--- src/analogizer_video_pkg.sv ---
// Video path package with pixel, DAC and mode types and the YPbPr matrix coefficients
package analogizer_video_pkg;

	typedef logic [7:0] pixel_t; // Core colour channel, 8 bits
	typedef logic [5:0] dac_t;   // DAC channel, upper six bits of a pixel

	// Output standard sent to the DAC
	typedef enum logic [1:0] {
		MODE_RGBS  = 2'd0, // Separate composite sync on HS pin
		MODE_RGSB  = 2'd1, // Sync on green through the SOG switch
		MODE_YPBPR = 2'd2, // Component, Pr on R, Y on G, Pb on B
		MODE_TEST  = 2'd3  // Solid blue screen
	} video_mode_t;

	localparam int VIDEO_LATENCY = 3; // Input edge to bank pins, in i_clk cycles

	// Colour matrix, scaled by 256
	localparam logic signed [9:0] Y_R  = 10'sd77;
	localparam logic signed [9:0] Y_G  = 10'sd150;
	localparam logic signed [9:0] Y_B  = 10'sd29;
	localparam logic signed [9:0] PB_R = -10'sd43;
	localparam logic signed [9:0] PB_G = -10'sd85;
	localparam logic signed [9:0] PB_B = 10'sd128;
	localparam logic signed [9:0] PR_R = 10'sd128;
	localparam logic signed [9:0] PR_G = -10'sd107;
	localparam logic signed [9:0] PR_B = -10'sd21;

	localparam logic signed [9:0] CHROMA_OFFSET = 10'sd128; // Centres Pb and Pr at mid scale

endpackage

--- src/analogizer_snac_pkg.sv ---
// SNAC gamepad package with button word type, serial timing and reader states
package analogizer_snac_pkg;

	typedef logic [15:0] pad_word_t; // One pad, bit set means pressed

	localparam int PAD_BITS = 16; // Bits shifted per pad and poll

	// Serial clock derived from the fixed master clock
	localparam int MASTER_CLK_FREQ = 50_000_000;
	localparam int SERIAL_CLK_FREQ = 6_250_000;
	localparam int HALF_BIT_CYCLES = MASTER_CLK_FREQ / (2 * SERIAL_CLK_FREQ); // 4 cycles

	localparam int LATCH_CYCLES = 8; // Width of the OUT1 latch pulse

	// Poll sequencer
	typedef enum logic [2:0] {
		ST_IDLE,     // Waiting for a request
		ST_LATCH,    // OUT1 high, pads capture their buttons
		ST_CLK_LOW,  // OUT2 low, data sampled at the end
		ST_CLK_HIGH, // OUT2 high, pads advance after the rise
		ST_DONE      // Words committed, ack held until req drops
	} snac_state_t;

endpackage

--- src/analogizer_ifs.sv ---
// Internal buses from the video encoder and the SNAC reader to the cartridge pin mapper
`timescale 1ns/1ps

// DAC word plus syncs and pixel strobe, ready for the bank pins
interface dac_pins_if import analogizer_video_pkg::*; ();
	dac_t r;
	dac_t g;
	dac_t b;
	logic hsync;   // HS pin of the DAC
	logic vsync;   // VS pin, or sync feed for the SOG switch
	logic blank_n;
	logic pix_stb; // Pixel strobe on the VID CLK pin

	modport src (output r, g, b, hsync, vsync, blank_n, pix_stb);
	modport dst (input r, g, b, hsync, vsync, blank_n, pix_stb);
endinterface

// Serial gamepad lines on the SNAC connector
interface snac_pins_if ();
	logic latch;   // OUT1
	logic pad_clk; // OUT2
	logic data1;   // IN4, pad one, active low
	logic data2;   // IN7, pad two, active low

	modport ctrl (output latch, pad_clk, input data1, data2);
	modport pins (input latch, pad_clk, output data1, data2);
endinterface

--- src/ypbpr_converter.sv ---
// RGB to YPbPr colour matrix in two register stages with chroma offset and clamping
`timescale 1ns/1ps

module ypbpr_converter import analogizer_video_pkg::*; (
	input  logic   i_clk,
	input  logic   i_rst,
	input  pixel_t i_r,
	input  pixel_t i_g,
	input  pixel_t i_b,
	input  logic   i_csync,
	output pixel_t o_y,
	output pixel_t o_pb,
	output pixel_t o_pr,
	output logic   o_csync
);
	logic signed [8:0] r_s; // Channels made signed for the matrix
	logic signed [8:0] g_s;
	logic signed [8:0] b_s;
	logic signed [17:0] prod_y [3];  // R, G and B terms
	logic signed [17:0] prod_pb [3];
	logic signed [17:0] prod_pr [3];
	logic signed [19:0] sum_y;
	logic signed [19:0] sum_pb;
	logic signed [19:0] sum_pr;
	logic [1:0] csync_sr; // Sync follows the two matrix stages

	// Saturate to the 8-bit output range
	function automatic pixel_t clamp_pixel(input logic signed [19:0] v);
		if (v < 0)
			return '0;
		else if (v > 255)
			return 8'd255;
		return v[7:0];
	endfunction

	assign r_s = $signed({1'b0, i_r});
	assign g_s = $signed({1'b0, i_g});
	assign b_s = $signed({1'b0, i_b});

	// Stage 1, nine products
	always_ff @(posedge i_clk) begin
		prod_y[0] <= 18'(Y_R) * 18'(r_s);
		prod_y[1] <= 18'(Y_G) * 18'(g_s);
		prod_y[2] <= 18'(Y_B) * 18'(b_s);
		prod_pb[0] <= 18'(PB_R) * 18'(r_s);
		prod_pb[1] <= 18'(PB_G) * 18'(g_s);
		prod_pb[2] <= 18'(PB_B) * 18'(b_s);
		prod_pr[0] <= 18'(PR_R) * 18'(r_s);
		prod_pr[1] <= 18'(PR_G) * 18'(g_s);
		prod_pr[2] <= 18'(PR_B) * 18'(b_s);
	end

	assign sum_y  = 20'(prod_y[0]) + 20'(prod_y[1]) + 20'(prod_y[2]);
	assign sum_pb = 20'(prod_pb[0]) + 20'(prod_pb[1]) + 20'(prod_pb[2]);
	assign sum_pr = 20'(prod_pr[0]) + 20'(prod_pr[1]) + 20'(prod_pr[2]);

	// Stage 2, scale back by 256, recentre chroma, saturate
	always_ff @(posedge i_clk) begin
		o_y  <= clamp_pixel(sum_y >>> 8);
		o_pb <= clamp_pixel((sum_pb >>> 8) + 20'(CHROMA_OFFSET));
		o_pr <= clamp_pixel((sum_pr >>> 8) + 20'(CHROMA_OFFSET));
	end

	always_ff @(posedge i_clk) begin
		if (i_rst)
			csync_sr <= '0;
		else
			csync_sr <= {csync_sr[0], i_csync};
	end

	assign o_csync = csync_sr[1];

endmodule

--- src/video_mode_encoder.sv ---
// Video output encoder with blanking, mode select and sync routing, all modes share one latency
`timescale 1ns/1ps

module video_mode_encoder import analogizer_video_pkg::*; (
	input  logic        i_clk,
	input  logic        i_rst,
	input  video_mode_t i_video_mode,
	input  pixel_t      i_r,
	input  pixel_t      i_g,
	input  pixel_t      i_b,
	input  logic        i_hsync,
	input  logic        i_vsync,
	input  logic        i_csync,
	input  logic        i_blank_n,
	input  logic        i_ce_pix,
	dac_pins_if.src     dac
);
	// Everything that bypasses the colour matrix
	typedef struct packed {
		video_mode_t mode;
		dac_t        r;
		dac_t        g;
		dac_t        b;
		logic        hsync;
		logic        vsync;
		logic        csync;
		logic        blank_n;
		logic        ce_pix;
	} vid_stage_t;

	pixel_t r_bl; // Colour forced to black in blanking
	pixel_t g_bl;
	pixel_t b_bl;
	pixel_t y_conv;
	pixel_t pb_conv;
	pixel_t pr_conv;
	logic csync_conv;
	vid_stage_t stage_in;
	vid_stage_t stage_q [VIDEO_LATENCY-1]; // Matches the converter depth
	vid_stage_t stage_out;

	assign r_bl = i_blank_n ? i_r : '0;
	assign g_bl = i_blank_n ? i_g : '0;
	assign b_bl = i_blank_n ? i_b : '0;

	ypbpr_converter u_ypbpr (
		.i_clk   (i_clk),
		.i_rst   (i_rst),
		.i_r     (r_bl),
		.i_g     (g_bl),
		.i_b     (b_bl),
		.i_csync (i_csync),
		.o_y     (y_conv),
		.o_pb    (pb_conv),
		.o_pr    (pr_conv),
		.o_csync (csync_conv)
	);

	assign stage_in = '{i_video_mode, r_bl[7:2], g_bl[7:2], b_bl[7:2],
		i_hsync, i_vsync, i_csync, i_blank_n, i_ce_pix};

	always_ff @(posedge i_clk) begin
		if (i_rst) begin
			for (int i = 0; i < VIDEO_LATENCY-1; i++) begin
				stage_q[i] <= '0;
			end
		end else begin
			stage_q[0] <= stage_in;
			for (int i = 1; i < VIDEO_LATENCY-1; i++) begin
				stage_q[i] <= stage_q[i-1];
			end
		end
	end

	assign stage_out = stage_q[VIDEO_LATENCY-2];
	assign dac.pix_stb = stage_out.ce_pix;

	// Mode is taken from the delayed copy so colour and syncs stay paired
	always_comb begin
		dac.r = stage_out.r;
		dac.g = stage_out.g;
		dac.b = stage_out.b;
		dac.hsync = stage_out.csync; // RGBS default
		dac.vsync = 1'b1;
		dac.blank_n = stage_out.blank_n;
		case (stage_out.mode)
			MODE_RGSB: begin
				dac.hsync = 1'b1;
				dac.vsync = stage_out.csync; // Sync on green via SOG switch
			end
			MODE_YPBPR: begin
				dac.r = pr_conv[7:2];
				dac.g = y_conv[7:2];
				dac.b = pb_conv[7:2];
				dac.hsync = 1'b1;
				dac.vsync = csync_conv;
				dac.blank_n = 1'b1; // DAC must not blank the sync tip
			end
			MODE_TEST: begin
				dac.r = '0;
				dac.g = '0;
				dac.b = 6'd63;
				dac.hsync = stage_out.hsync; // Separate syncs for the test screen
				dac.vsync = stage_out.vsync;
			end
			default: ;
		endcase
	end

endmodule

--- src/snac_gamepad_reader.sv ---
// Two-pad serial SNAC poller, started and finished by a four-phase req/ack handshake
`timescale 1ns/1ps

module snac_gamepad_reader import analogizer_snac_pkg::*; (
	input  logic      i_clk,
	input  logic      i_rst,
	input  logic      i_poll_req,
	output logic      o_poll_ack,
	output logic      o_busy,
	output pad_word_t o_p1_buttons,
	output pad_word_t o_p2_buttons,
	snac_pins_if.ctrl snac
);
	snac_state_t state;
	logic [$clog2(LATCH_CYCLES)-1:0] phase_cnt; // Cycles into latch or half bit
	logic [$clog2(PAD_BITS)-1:0] bit_cnt;       // Bit being clocked out
	pad_word_t shift1; // Assembles pad one, LSB first
	pad_word_t shift2;
	logic phase_end;   // Last cycle of the current phase
	logic last_bit;

	assign phase_end = (state == ST_LATCH) ? (int'(phase_cnt) == LATCH_CYCLES - 1)
		: (int'(phase_cnt) == HALF_BIT_CYCLES - 1);
	assign last_bit = int'(bit_cnt) == PAD_BITS - 1;

	// Pin levels and status decode straight from the state
	assign snac.latch = state == ST_LATCH;
	assign snac.pad_clk = state == ST_CLK_HIGH; // Idles low
	assign o_poll_ack = state == ST_DONE;
	assign o_busy = (state == ST_LATCH) || (state == ST_CLK_LOW) || (state == ST_CLK_HIGH);

	always_ff @(posedge i_clk) begin
		if (i_rst) begin
			state <= ST_IDLE;
			phase_cnt <= '0;
			bit_cnt <= '0;
			o_p1_buttons <= '0;
			o_p2_buttons <= '0;
		end else begin
			case (state)
				ST_IDLE: begin
					phase_cnt <= '0;
					bit_cnt <= '0;
					if (i_poll_req && !o_poll_ack) // New poll only on a fresh request
						state <= ST_LATCH;
				end
				ST_LATCH: begin
					phase_cnt <= phase_end ? '0 : phase_cnt + 1'b1;
					if (phase_end)
						state <= ST_CLK_LOW; // Bit 0 already on the wire
				end
				ST_CLK_LOW: begin
					phase_cnt <= phase_end ? '0 : phase_cnt + 1'b1;
					if (phase_end)
						state <= ST_CLK_HIGH;
				end
				ST_CLK_HIGH: begin
					phase_cnt <= phase_end ? '0 : phase_cnt + 1'b1;
					if (phase_end && last_bit) begin
						o_p1_buttons <= shift1; // Both words land together
						o_p2_buttons <= shift2;
						state <= ST_DONE;
					end else if (phase_end) begin
						bit_cnt <= bit_cnt + 1'b1;
						state <= ST_CLK_LOW;
					end
				end
				ST_DONE: begin
					if (!i_poll_req) // Ack drops on the next edge
						state <= ST_IDLE;
				end
				default: state <= ST_IDLE;
			endcase
		end
	end

	// Sample at the end of each low phase, wire is active low
	always_ff @(posedge i_clk) begin
		if (state == ST_CLK_LOW && phase_end) begin
			shift1 <= {~snac.data1, shift1[PAD_BITS-1:1]};
			shift2 <= {~snac.data2, shift2[PAD_BITS-1:1]};
		end
	end

endmodule

--- src/cart_pin_mapper.sv ---
// Cartridge bank pin mapper, registers DAC and SNAC lines and holds pins idle when disabled
`timescale 1ns/1ps

module cart_pin_mapper import analogizer_video_pkg::*; (
	input  logic       i_clk,
	input  logic       i_rst,
	input  logic       i_ena,
	input  logic [7:4] i_bank0_in, // Bank0 is input only
	output logic [7:0] o_bank1_out,
	output logic [7:0] o_bank2_out,
	output logic [7:0] o_bank3_out,
	output logic       o_bank1_dir,
	output logic       o_bank2_dir,
	output logic       o_bank3_dir,
	dac_pins_if.dst    dac,
	snac_pins_if.pins  snac
);
	dac_t blue;    // Blue is split over bank2 and bank1
	logic pins_on; // Banks driven as outputs

	assign blue = dac.b;

	// SNAC inputs come straight off the connector
	assign snac.data1 = i_bank0_in[6]; // IN4
	assign snac.data2 = i_bank0_in[5]; // IN7

	// Enable acts on the same edge as the data, so pins follow i_ena one cycle later
	always_ff @(posedge i_clk) begin
		if (i_rst || !i_ena) begin
			o_bank3_out <= '0;
			o_bank2_out <= '0;
			o_bank1_out <= '0;
			pins_on <= 1'b0;
		end else begin
			o_bank3_out <= {dac.r, dac.hsync, dac.vsync};
			o_bank2_out <= {blue[0], dac.blank_n, dac.g};
			o_bank1_out <= {snac.pad_clk, snac.latch, dac.pix_stb, blue[5:1]};
			pins_on <= 1'b1;
		end
	end

	assign o_bank1_dir = pins_on;
	assign o_bank2_dir = pins_on;
	assign o_bank3_dir = pins_on;

endmodule

--- src/analogizer_top.sv ---
// Analogizer adapter top, video encoder and SNAC poller joined onto the cartridge bank pins
`timescale 1ns/1ps

module analogizer_top import analogizer_video_pkg::*, analogizer_snac_pkg::*; (
	input  logic       i_clk,
	input  logic       i_rst,
	input  logic       i_ena,
	input  logic [1:0] i_video_mode,
	input  pixel_t     i_r,
	input  pixel_t     i_g,
	input  pixel_t     i_b,
	input  logic       i_hsync,
	input  logic       i_vsync,
	input  logic       i_csync,
	input  logic       i_blank_n,
	input  logic       i_ce_pix,
	input  logic       i_poll_req,
	input  logic [7:4] i_bank0_in,
	output logic       o_poll_ack,
	output logic       o_busy,
	output pad_word_t  o_p1_buttons,
	output pad_word_t  o_p2_buttons,
	output logic [7:0] o_bank1_out,
	output logic [7:0] o_bank2_out,
	output logic [7:0] o_bank3_out,
	output logic       o_bank1_dir,
	output logic       o_bank2_dir,
	output logic       o_bank3_dir
);
	dac_pins_if  dac_bus ();
	snac_pins_if snac_bus ();

	video_mode_encoder u_video (
		.i_clk(i_clk), .i_rst(i_rst),
		.i_video_mode(video_mode_t'(i_video_mode)),
		.i_r(i_r), .i_g(i_g), .i_b(i_b),
		.i_hsync(i_hsync), .i_vsync(i_vsync), .i_csync(i_csync),
		.i_blank_n(i_blank_n), .i_ce_pix(i_ce_pix),
		.dac(dac_bus.src)
	);

	snac_gamepad_reader u_snac (
		.i_clk(i_clk), .i_rst(i_rst),
		.i_poll_req(i_poll_req), .o_poll_ack(o_poll_ack), .o_busy(o_busy),
		.o_p1_buttons(o_p1_buttons), .o_p2_buttons(o_p2_buttons),
		.snac(snac_bus.ctrl)
	);

	cart_pin_mapper u_pins (
		.i_clk(i_clk), .i_rst(i_rst), .i_ena(i_ena), .i_bank0_in(i_bank0_in),
		.o_bank1_out(o_bank1_out), .o_bank2_out(o_bank2_out), .o_bank3_out(o_bank3_out),
		.o_bank1_dir(o_bank1_dir), .o_bank2_dir(o_bank2_dir), .o_bank3_dir(o_bank3_dir),
		.dac(dac_bus.dst), .snac(snac_bus.pins)
	);

endmodule

--- config.mk ---
export PLATFORM = sky130hd
export DESIGN_NAME = analogizer_top
export DESIGN_NICKNAME = d
export VERILOG_FILES = /design/src/analogizer_video_pkg.sv /design/src/analogizer_snac_pkg.sv /design/src/analogizer_ifs.sv /design/src/ypbpr_converter.sv /design/src/video_mode_encoder.sv /design/src/snac_gamepad_reader.sv /design/src/cart_pin_mapper.sv /design/src/analogizer_top.sv
export SDC_FILE = /design/constraint.sdc
export NUM_CORES = 1
export LEC_CHECK = 0
export ABC_AREA = 0
export BUFFER_PORTS_ARGS = -buffer_cell sky130_fd_sc_hd__buf_2
export CORE_UTILIZATION = 40
export CTS_CLUSTER_DIAMETER = 30
export CTS_CLUSTER_SIZE = 24
export DETAILED_ROUTE_END_ITERATION = 10
export PLACE_DENSITY_LB_ADDON = 0.25
export SLEW_MARGIN = 20
export SYNTH_ARGS = -nofsm -noshare
export SYNTH_HDL_FRONTEND = slang
export SYNTH_SLANG_ARGS = --single-unit
--- constraint.sdc ---
create_clock -name i_clk -period 11.5 [get_ports i_clk]
set_input_delay 1.15 -clock i_clk [delete_from_list [all_inputs] [get_ports i_clk]]
set_output_delay 1.15 -clock i_clk [all_outputs]
set_load 0.01 [all_outputs]
==> impl_metrics.toml, run 1 <==
[hold_path]
holdPathStages = 1
hold_start = "u_video.stage_q[0][25]$_SDFF_PP0_"
hold_path.class = "reg2reg"

[synthesis]
avgSynthCellArea_um2 = 10.1
yosys.area.top_type = "dfxtp_1"
synth_cells = 1729
synth-edff-count = 32
synth.net_count = 2198
async_flop_share_pct = 0
synth_seq_area_share_pct = 33.7
synth_top_area_share_pct = 28.2
syn_area_um2 = 17500
ys_types = 59
ys_ff_latch = 279
ys.flop_type = "dfxtp_1"
ys_top_cells_by_area = "dfxtp_1 (28%), ha_1 (24%), fa_1 (11%)"
yosys_warnings = 0

[setup_path]
cp_slowest_stage_delay_ns = 0.54
cp_slowest_cell = "fa_1"
ff2ff_path_depth = 13
r2r-start = "u_video.u_ypbpr.prod_y[0][32]$_DFF_P_"
crit_arrival_ns = 5.99
crit_path_end = "u_video.u_ypbpr.prod_pr[0][35]$_DFF_P_"
path_cells = "buf_2 > nand2_1 > inv_1 > ha_1 > fa_1 > fa_1 > fa_1 > inv_1 > ha_1 > inv_1 > o21bai_1 > a21oi_1 > o21bai_1 > a21oi_1 > nor2_1 > a2111oi_0"
start_kind = "input port"
rrSetupSlack_ns = 7.46
crit_required_ns = 11.93
r2r_end = "u_video.u_ypbpr.o_pb[3]$_DFF_P_"
end_kind = "register"
crit_fanout = 25
critPathLaunch = "i_blank_n"
worstSetupPathType = "in2reg"

[pwr]
switching_power_mw = 1.90
powerDensity_nw_per_um2 = 250
irDropWorstVdd_uv = 207
p_leak_nw = 10.3
netSwitchingFraction_pct = 36.6
p_int_mw = 3.28
p_clk_share_pct = 34.1
pwr-share-comb_pct = 41.5
seq_power_share_pct = 24.4

[floorplan]
core_um2 = 43200
num_io_pins = 100
dieHeight_um = 211
die_w_um = 211
start_util_pct = 40.6
die_area_um2 = 44600
rows = 76

[run]
drv_cap = 0

[clocking]
cts_tree = "yes"
cts_buffers = 55
clock-sinks = 279
clk_pin_slew_ns = 0.05
cts-root-buf = "clkbuf_16"
post-cts-setup-buffers = 0
ctsResizeCount = 0
htreeDepth = 2
cts_buffer_depth = 3
cts_hold_buf = 0
clock_latency_ns = 0.58

[routing]
viasPerCell = 4.82
vias = 12000
drt-pass1-iter-count = 4
drtIter0Drc = 434
drcViolationCount = 0
antenna_left = 0
wl_um = 37100
wl_per_cell_um = 14.9

[timing]
hold_viol = 0
worst_pin_slew_ns = 1.05
setup_violations = 0
fmax_mhz = 180
setup_tns_ns = 0
rsz0062_at_grt = "false"
fin_crit_sh_pct = 48.3
fin_skew_ns = 0.0145
drv_slew = 0
relSlewSlack_pct = 29.9
hold_ws_ns = 0.428
period_needed_ns = 5.55

[cells_and_area]
area.growth.synth_to_final_pct = 18.3
num_antenna_cells = 0
drive_gt1_share_pct = 11.3
finalNetCount = 2323

[global_route]
gr-total-overflow = 0
grt_pass1_wl_um = 60100
antenna_found_initial = 2
grt_max_degree = 76
grt_pass1_vias = 11900
track_usage_pct = 17.1

[place]
placement.io_buffers = 97
routabilityCongestion = 0.863
dp_hpwl_um = 29100

[outcome]
status = "finished clean"
[stage by stage]
| step | util, % | cells | setup slack (ns) | total power [mW] | instance area (um2) |
|---|---|---|---|---|---|
| finish | 48.0 | 2484 | 5.95 | 5.18 | 20700 |
| global route | 48.0 | 2484 | 5.48 | 5.57 | 20700 |
| CTS | 48.0 | 2484 | 5.88 | 5.21 | 20700 |
| detailed placement | 43.2 | 2382 | 5.31 | 3.40 | 18600 |
| global placement | 43.2 | 2382 | 5.38 | 3.36 | 18600 |
| floorplan | - | 1729 | 6.07 | 2.89 | 17500 |
[critical path: cells and delay by family]
kind,cells,cell delay [ns]
AOI/OAI and AO/OA,5,1.13
adders and majority gates,5,2.22
buffers and inverters,4,0.99
and+or+nand+nor,2,0.49
[routing by layer]
layer | global-route usage [%] | wire length (um) | up-vias
li1 | - | - | 6070
met1 | 22.6 | 17700 | 5603
met2 | 28.0 | 16600 | 221
met3 | 2.65 | 1470 | 81
met4 | 6.67 | 1270 | 2
met5 | 0 | 13 | -
[placed cells by master, fill, tap and decap left out, types with 6 or more instances in the layout]
cell type  instances
a21oi_1          113
and2_1            24
nand2b_1           6
nor2_1            73
fa_1              97
dfxtp_1          247
clkbuf_16         55
clkinv_2           7
o21a_1             6
inv_6              9
buf_2             97
inv_1            254
a211oi_1          17
nand2_1          113
nand3_1           22
xnor2_1           63
or3_1              9
mux2i_1            7
nor2b_1           48
xor2_1            27
a22oi_1           13
ha_1             333
a21o_1            23
nor3b_1            6
o21ai_0           26
nor3_1            24
o21bai_1          29
o211ai_1           6
clkinv_4           6
edfxtp_1          32
bufinv_16         14
a31oi_1            8
[power groups by stage]
stage / sequential (mW) / clock, mW / combinational [mW]
finish: 1.26 / 1.77 / 2.15
detailed placement: 1.28 / 0 / 2.12
global route: 1.28 / 1.85 / 2.44
floorplan: 1.24 / 0 / 1.65
global placement: 1.28 / 0 / 2.07
CTS: 1.27 / 1.80 / 2.14
[flip-flops by register name, summed over array words and instances, names as in the netlist]
name / cells
u_video.stage_q: 49
u_snac.bit_cnt: 4
u_snac.o_p1_buttons: 16
u_video.u_ypbpr.prod_pr: 36
u_pins.o_bank2_out: 8
u_video.u_ypbpr.prod_y: 43
u_video.u_ypbpr.o_y: 6
u_snac.phase_cnt: 3
u_snac.shift1: 16
u_pins.o_bank1_dir: 1
u_pins.o_bank1_out: 8
u_video.u_ypbpr.o_pr: 6
u_video.u_ypbpr.csync_sr: 1
u_snac.shift2: 16
u_pins.o_bank3_out: 8
u_snac.o_p2_buttons: 16
u_snac.state: 3
u_video.u_ypbpr.prod_pb: 33
u_video.u_ypbpr.o_pb: 6
[cells in the mapped netlist (5+ instances only)]
master and n:
ha_1 333, or3_1 10, a22oi_1 13, o21a_1 6, a21oi_1 113, fa_1 97, o21ai_0 26, nand3_1 22
and3_1 5, a211oi_1 17, xnor2_1 63, nand2b_1 6, edfxtp_1 32, a21o_1 23, nor2b_1 48, and2_1 24
nor3b_1 6, nand2_1 113, a31oi_1 8, dfxtp_1 247, mux2i_1 7, o21bai_1 29, xor2_1 27, nor2_1 73
nor3_1 25, o211ai_1 6, clkbuf_1 30, inv_1 254
[final cells by class]
| class | count | area [um2] |
|---|---|---|
| timing repair buffer | 100 | 508 |
| multi-input combinational | 1164 | 10500 |
| tap | 585 | 732 |
| inverter | 254 | 953 |
| fill | 4072 | 22500 |
| clock buffer | 58 | 1400 |
| sequential | 279 | 5910 |
| clock inverter | 44 | 676 |
[worst min-delay path by stage]
stage / endpoint / slack, ns
after floorplan: u_pins.o_bank1_out[5]$_SDFF_PN0_ / 0.41
after global placement: u_pins.o_bank1_out[5]$_SDFF_PN0_ / 0.42
after detailed placement: u_video.stage_q[0][26]$_SDFF_PP0_ / 0.42
after CTS: u_video.stage_q[0][26]$_SDFF_PP0_ / 0.43
after global routing: u_snac.shift2[5]$_DFFE_PP_ / 0.45
final: u_pins.o_bank1_out[5]$_SDFF_PN0_ / 0.43
[cell families (layout without fill, tap and decap cells)]
group / count (synthesis) / in the layout / share of synthesized area [%]
compound gates: 277 / 277 / 10.2
fa+ha+maj: 430 / 430 / 34.9
simple gates: 360 / 360 / 10.1
xor+xnor: 90 / 90 / 4.50
buf+inv: 286 / 456 / 6.17
flops: 279 / 279 / 33.7
mux: 7 / 7 / 0.400
No activity file was read; power rests on OpenSTA's default activity.
==> inputs of run 2 (changes only) <==
==> constraint.sdc (replaced) <==
create_clock -name i_clk -period 5.59 [get_ports i_clk]
set_input_delay 0.559 -clock i_clk [delete_from_list [all_inputs] [get_ports i_clk]]
set_output_delay 0.559 -clock i_clk [all_outputs]
set_load 0.01 [all_outputs]
==> impl_metrics.toml, run 2 (same netlist as run 1, synthesis figures left out) <==
[outcome]
status = "finished clean"

[setup_path]
start_kind = "input port"
ff2ff_path_depth = 13
crit_required_ns = 6.04
r2r_end = "u_video.u_ypbpr.o_pb[7]$_DFF_P_"
r2r-start = "u_video.u_ypbpr.prod_y[0][32]$_DFF_P_"
cp_slowest_cell = "fa_1"
cp_slowest_stage_delay_ns = 0.47
crit_buf_inv = 5
cp_top_family = "adder cells"
path_cells = "buf_2 > nand2_1 > inv_1 > ha_1 > inv_1 > ha_1 > inv_1 > fa_1 > inv_1 > fa_1 > fa_1 > a21o_1 > a21oi_1 > o21bai_1 > a21oi_1 > o21bai_1 > a21oi_1 > nor4b_1 > a211oi_1"
cpMostUsedCell = "inv_1"
crit_fanout = 11
crit_arrival_ns = 4.92
end_kind = "register"
worstSetupPathType = "in2reg"
rrSetupSlack_ns = 1.44

[cells_and_area]
finalNetCount = 2338
num-fill-cells = 4056
top_register = "u_video.stage_q"
final_common_cell = "ha_1"
area.growth.synth_to_final_pct = 18.1
design_area_um2 = 20700
largest_register_ffs = 49
top_regs = "u_video.stage_q: 49 flops, u_video.u_ypbpr.prod_y: 43 flops, u_video.u_ypbpr.prod_pr: 36 flops"
drive_gt1_share_pct = 11.7
final_cell_mix = "ha_1 (333), inv_1 (254), dfxtp_1 (247)"

[pwr]
p_leak_nw = 10.3
switching_power_mw = 3.88
irDropWorstVdd_uv = 402
seq_power_share_pct = 25.1
netSwitchingFraction_pct = 37.5
p_int_mw = 6.49
p_clk_share_pct = 31.9
pwr-share-comb_pct = 43.0
powerDensity_nw_per_um2 = 501

[global_route]
track_usage_pct = 17.1
grt_max_degree = 49
grt_pass1_vias = 12000
antenna_found_initial = 0
gr-total-overflow = 0
grt_pass1_wl_um = 60200

[hold_path]
hold_start = "i_vsync"
holdPathEnd = "u_video.stage_q[0][3]$_SDFF_PP0_"
holdPathStages = 2
hold_path.class = "in2reg"

[floorplan]
start_util_pct = 40.6
rows = 76
core_um2 = 43200
num_io_pins = 100
dieHeight_um = 211
die_w_um = 211
die_area_um2 = 44600

[clocking]
clock_latency_ns = 0.56
clk_pin_slew_ns = 0.05
ctsResizeCount = 0
htreeDepth = 2
clock-sinks = 279
cts-root-buf = "clkbuf_16"
cts_buffers = 55
post-cts-setup-buffers = 0
cts_tree = "yes"
cts_hold_buf = 0
cts_buffer_depth = 3

[routing]
drt-pass1-iter-count = 5
antenna_left = 0
wl_per_cell_um = 15.0
drcViolationCount = 0
vias = 12100
drtIter0Drc = 455
viasPerCell = 4.82
wl_um = 37400

[timing]
fin_crit_sh_pct = 79.9
fin_skew_ns = 0.0295
relSlewSlack_pct = 36.3
hold_ws_ns = 0.216
fmax_mhz = 224
setup_violations = 0
setup_tns_ns = 0
hold_viol = 0
worst_pin_slew_ns = 0.954
drv_slew = 0
rsz0062_at_grt = "false"
period_needed_ns = 4.47

[run]
drv_cap = 0

[place]
placement.io_buffers = 97
dpl_cell_area_um2 = 18800
dp_hpwl_um = 29700
routabilityCongestion = 0.847
-- run 2: routing by layer --
metal | track usage, % | routed length, um | vias up
li1 | - | - | 6100
met1 | 23.0 | 17900 | 5673
met2 | 27.9 | 17000 | 234
met3 | 2.48 | 1500 | 48
met4 | 5.80 | 985 | 0
met5 | 0 | 0 | -
-- run 2: layout make-up --
type | count | area (um2) | share of cell area (%)
diodes | 2 | 5.00 | 0.0242
clock buffers | 65 | 1460 | 7.08
clock inverters | 36 | 460 | 2.23
inverters | 254 | 953 | 4.61
multi-input cells | 1164 | 10500 | 51.0
flip-flops and latches | 279 | 5910 | 28.6
well taps | 585 | 732 | 3.54
repair buffers | 115 | 621 | 3.00
-- run 2: worst max-delay path by stage --
stage                         start                                endpoint  slack [ns]  cells past startpoint
after floorplan           i_blank_n  u_video.u_ypbpr.prod_pb[0][35]$_DFF_P_        0.75                     19
after CTS                 i_blank_n  u_video.u_ypbpr.prod_pr[0][52]$_DFF_P_        1.10                     19
final                     i_blank_n  u_video.u_ypbpr.prod_pr[0][52]$_DFF_P_        1.12                     19
after global routing      i_blank_n  u_video.u_ypbpr.prod_pr[0][52]$_DFF_P_        0.76                     19
after detailed placement  i_blank_n  u_video.u_ypbpr.prod_pr[0][52]$_DFF_P_        0.56                     19
after global placement    i_blank_n  u_video.u_ypbpr.prod_pr[0][52]$_DFF_P_        0.62                     19
-- run 2: power groups by stage --
stage	Sequential (mW)	Combinational [mW]	Clock, mW
final	2.60	4.46	3.31
after floorplan	2.55	3.39	0
after global placement	2.64	4.29	0
after detailed placement	2.64	4.38	0
after global routing	2.64	5.06	3.49
after CTS	2.61	4.44	3.38
-- run 2: stage by stage --
step	cells	util, %	worst slack [ns]	total power [mW]
2_1_floorplan	1729	-	0.752	5.95
3_3_place_gp	2397	43.4	0.620	6.93
3_5_place_dp	2397	43.4	0.562	7.02
4_1_cts	2498	47.9	1.10	10.4
5_1_grt	2498	47.9	0.761	11.2
6_report	2500	47.9	1.12	10.4
==> inputs of run 3 (changes only) <==
==> constraint.sdc (replaced) <==
create_clock -name i_clk -period 3.69 [get_ports i_clk]
set_input_delay 0.369 -clock i_clk [delete_from_list [all_inputs] [get_ports i_clk]]
set_output_delay 0.369 -clock i_clk [all_outputs]
set_load 0.01 [all_outputs]
==> impl_metrics.toml, run 3 (same netlist as run 1, synthesis figures left out) <==
[routing]
antenna_left = 0
wl_per_cell_um = 14.7
viasPerCell = 4.70
drt-pass1-iter-count = 5
drtIter0Drc = 618
vias = 12700
drcViolationCount = 0
wl_um = 39800

[cells_and_area]
top_register = "u_video.stage_q"
finalNetCount = 2541
num-fill-cells = 3877
num_antenna_cells = 0
area.growth.synth_to_final_pct = 30.8
largest_register_ffs = 49
drive_gt1_share_pct = 24.4
utilization_pct = 53.1
final_cell_mix = "ha_1 (316), dfxtp_1 (245), inv_1 (233)"
design_area_um2 = 22900
final_common_cell = "ha_1"
top_regs = "u_video.stage_q: 49 flops, u_video.u_ypbpr.prod_y: 43 flops, u_video.u_ypbpr.prod_pr: 36 flops"

[floorplan]
num_io_pins = 100
dieHeight_um = 211
rows = 76
die_area_um2 = 44600
start_util_pct = 40.6
core_um2 = 43200
die_w_um = 211

[setup_path]
crit_buf_inv = 1
crit_fanout = 3
r2r-start = "u_video.u_ypbpr.prod_pr[0][26]$_DFF_P_"
critPathLaunch = "u_video.u_ypbpr.prod_pr[0][26]$_DFF_P_"
path_cells = "fa_1 > ha_1 > and3_4 > o2111ai_1 > o21ai_2 > o21ai_2 > o21a_1 > xnor2_1 > inv_1 > ha_1 > nand2_1 > or4_1 > or4_1 > a31oi_1"
path_depth = 14
r2r_end = "u_video.u_ypbpr.o_pr[7]$_DFF_P_"
end_kind = "register"
crit_arrival_ns = 4.06
rrSetupSlack_ns = 0.14
ff2ff_path_depth = 14
cp_top_family = "simple AND/OR/NAND/NOR gates"
cp_slowest_stage_delay_ns = 0.46
worstSetupPathType = "reg2reg"
start_kind = "register"
crit_required_ns = 4.19
cp_slowest_cell = "fa_1"

[run]
drv_cap = 0

[clocking]
cts_buffers = 61
clock_latency_ns = 0.60
htreeDepth = 2
cts_buffer_depth = 3
clk_pin_slew_ns = 0.05
cts_tree = "yes"
clock-sinks = 279
cts-root-buf = "clkbuf_16"

[hold_path]
hold_start = "i_bank0_in[6]"
hold_path.class = "in2reg"
holdPathStages = 2
holdPathEnd = "u_snac.shift1[15]$_DFFE_PP_"

[global_route]
antenna_found_initial = 2
track_usage_pct = 18.6
gr-total-overflow = 0
grt_pass1_vias = 13000
grt_pass1_wl_um = 65200
grt_max_degree = 66

[timing]
hold_viol = 0
setup_violations = 0
fmax_mhz = 281
fin_crit_sh_pct = 96.3
fin_skew_ns = 0.0227
worst_pin_slew_ns = 0.938
drv_slew = 0
postLayoutSetupSlackWorst_ns = 0.136
period_needed_ns = 3.55
relSlewSlack_pct = 37.3

[place]
routabilityCongestion = 0.918
dp_worst_setup_slack_ns = -0.527
placement.io_buffers = 97
dp_hpwl_um = 31900
dpl_cell_area_um2 = 20600

[pwr]
irDropWorstVdd_uv = 545
p_leak_nw = 11.3
powerDensity_nw_per_um2 = 750

[outcome]
status = "finished clean"
[run 3: cell count changes in the layout (fill, tap and decap cells not counted), moves of 11 or more]
cell | previous run | this run
a21oi_1 | 113 | 91
a21oi_2 | 0 | 22
buf_4 | 18 | 204
ha_1 | 333 | 316
ha_4 | 0 | 14
inv_1 | 254 | 233
inv_2 | 0 | 17
nand2_1 | 113 | 102
[run 3: metal layers]
layer  global-route usage (%)  vias up  wire length (um)
met2                     31.2      203             18400
met1                     24.6     5969             19000
met5                        0        -                 0
met4                     6.12        0               906
li1                         -     6512                 -
met3                     2.59       56              1440
[run 3: layout make-up]
class | instances | area, um2 | share of cell area, %
Sequential cell | 279 | 5910 | 25.8
Multi-Input combinational cell | 1164 | 11000 | 47.9
Timing Repair Buffer | 312 | 2170 | 9.46
Inverter | 254 | 976 | 4.26
Clock inverter | 49 | 573 | 2.50
Clock buffer | 65 | 1580 | 6.91
Tap cell | 585 | 732 | 3.19
[run 3: worst max-delay path by stage]
| stage | end | slack [ns] |
|---|---|---|
| 2_1_floorplan | u_video.u_ypbpr.prod_pr[0][52]$_DFF_P_ | -0.32 |
| 3_3_place_gp | u_video.u_ypbpr.prod_pr[0][35]$_DFF_P_ | -0.52 |
| 3_5_place_dp | u_video.u_ypbpr.prod_pr[0][35]$_DFF_P_ | -0.53 |
| 4_1_cts | u_video.u_ypbpr.o_pr[7]$_DFF_P_ | 0.05 |
| 5_1_grt | u_video.u_ypbpr.o_pr[7]$_DFF_P_ | -0.02 |
| 6_report | u_video.u_ypbpr.o_pr[7]$_DFF_P_ | 0.14 |
[run 3: timing repair]
action | in CTS | in global routing
endpoints found under the setup margin | 1 | 14
pin swaps | 0 | 11
cloned | 0 | 0
endpoints found under the hold margin | 7 | 0
gates resized for setup | 1 | 20
hold buffers | 7 | 0
buffers inserted | 0 | 2
[run 3: through the flow]
step | power [mW] | hold WS [ns] | cells | setup TNS (ns)
2_1_floorplan | 9.11 | 0.406 | 1729 | -1.74
3_3_place_gp | 11.3 | 0.419 | 2585 | -8.33
3_5_place_dp | 11.5 | 0.422 | 2585 | -9.95
4_1_cts | 17.2 | 0.00463 | 2706 | 0
5_1_grt | 18.5 | 0.00981 | 2708 | -0.0201
6_report | 17.2 | 0.0348 | 2708 | 0
[run 3: where the power goes]
part	switching (mW)	internal, mW	leakage (nW)	total, mW
Combinational	4.15	3.54	7.99	7.69
Sequential	0.307	3.64	2.33	3.94
Clock	1.85	3.71	1.02	5.56
[run 3: worst register-to-register path, delay by kind of cell (launching register included)]
family,cells,cell delay (ns)
and+or+nand+nor,4,1.08
adders and majority gates,3,0.95
AOI/OAI and AO/OA,5,0.91
DFF,1,0.34
xor gates and xnor gates,1,0.14
buffers and inverters,1,0.07
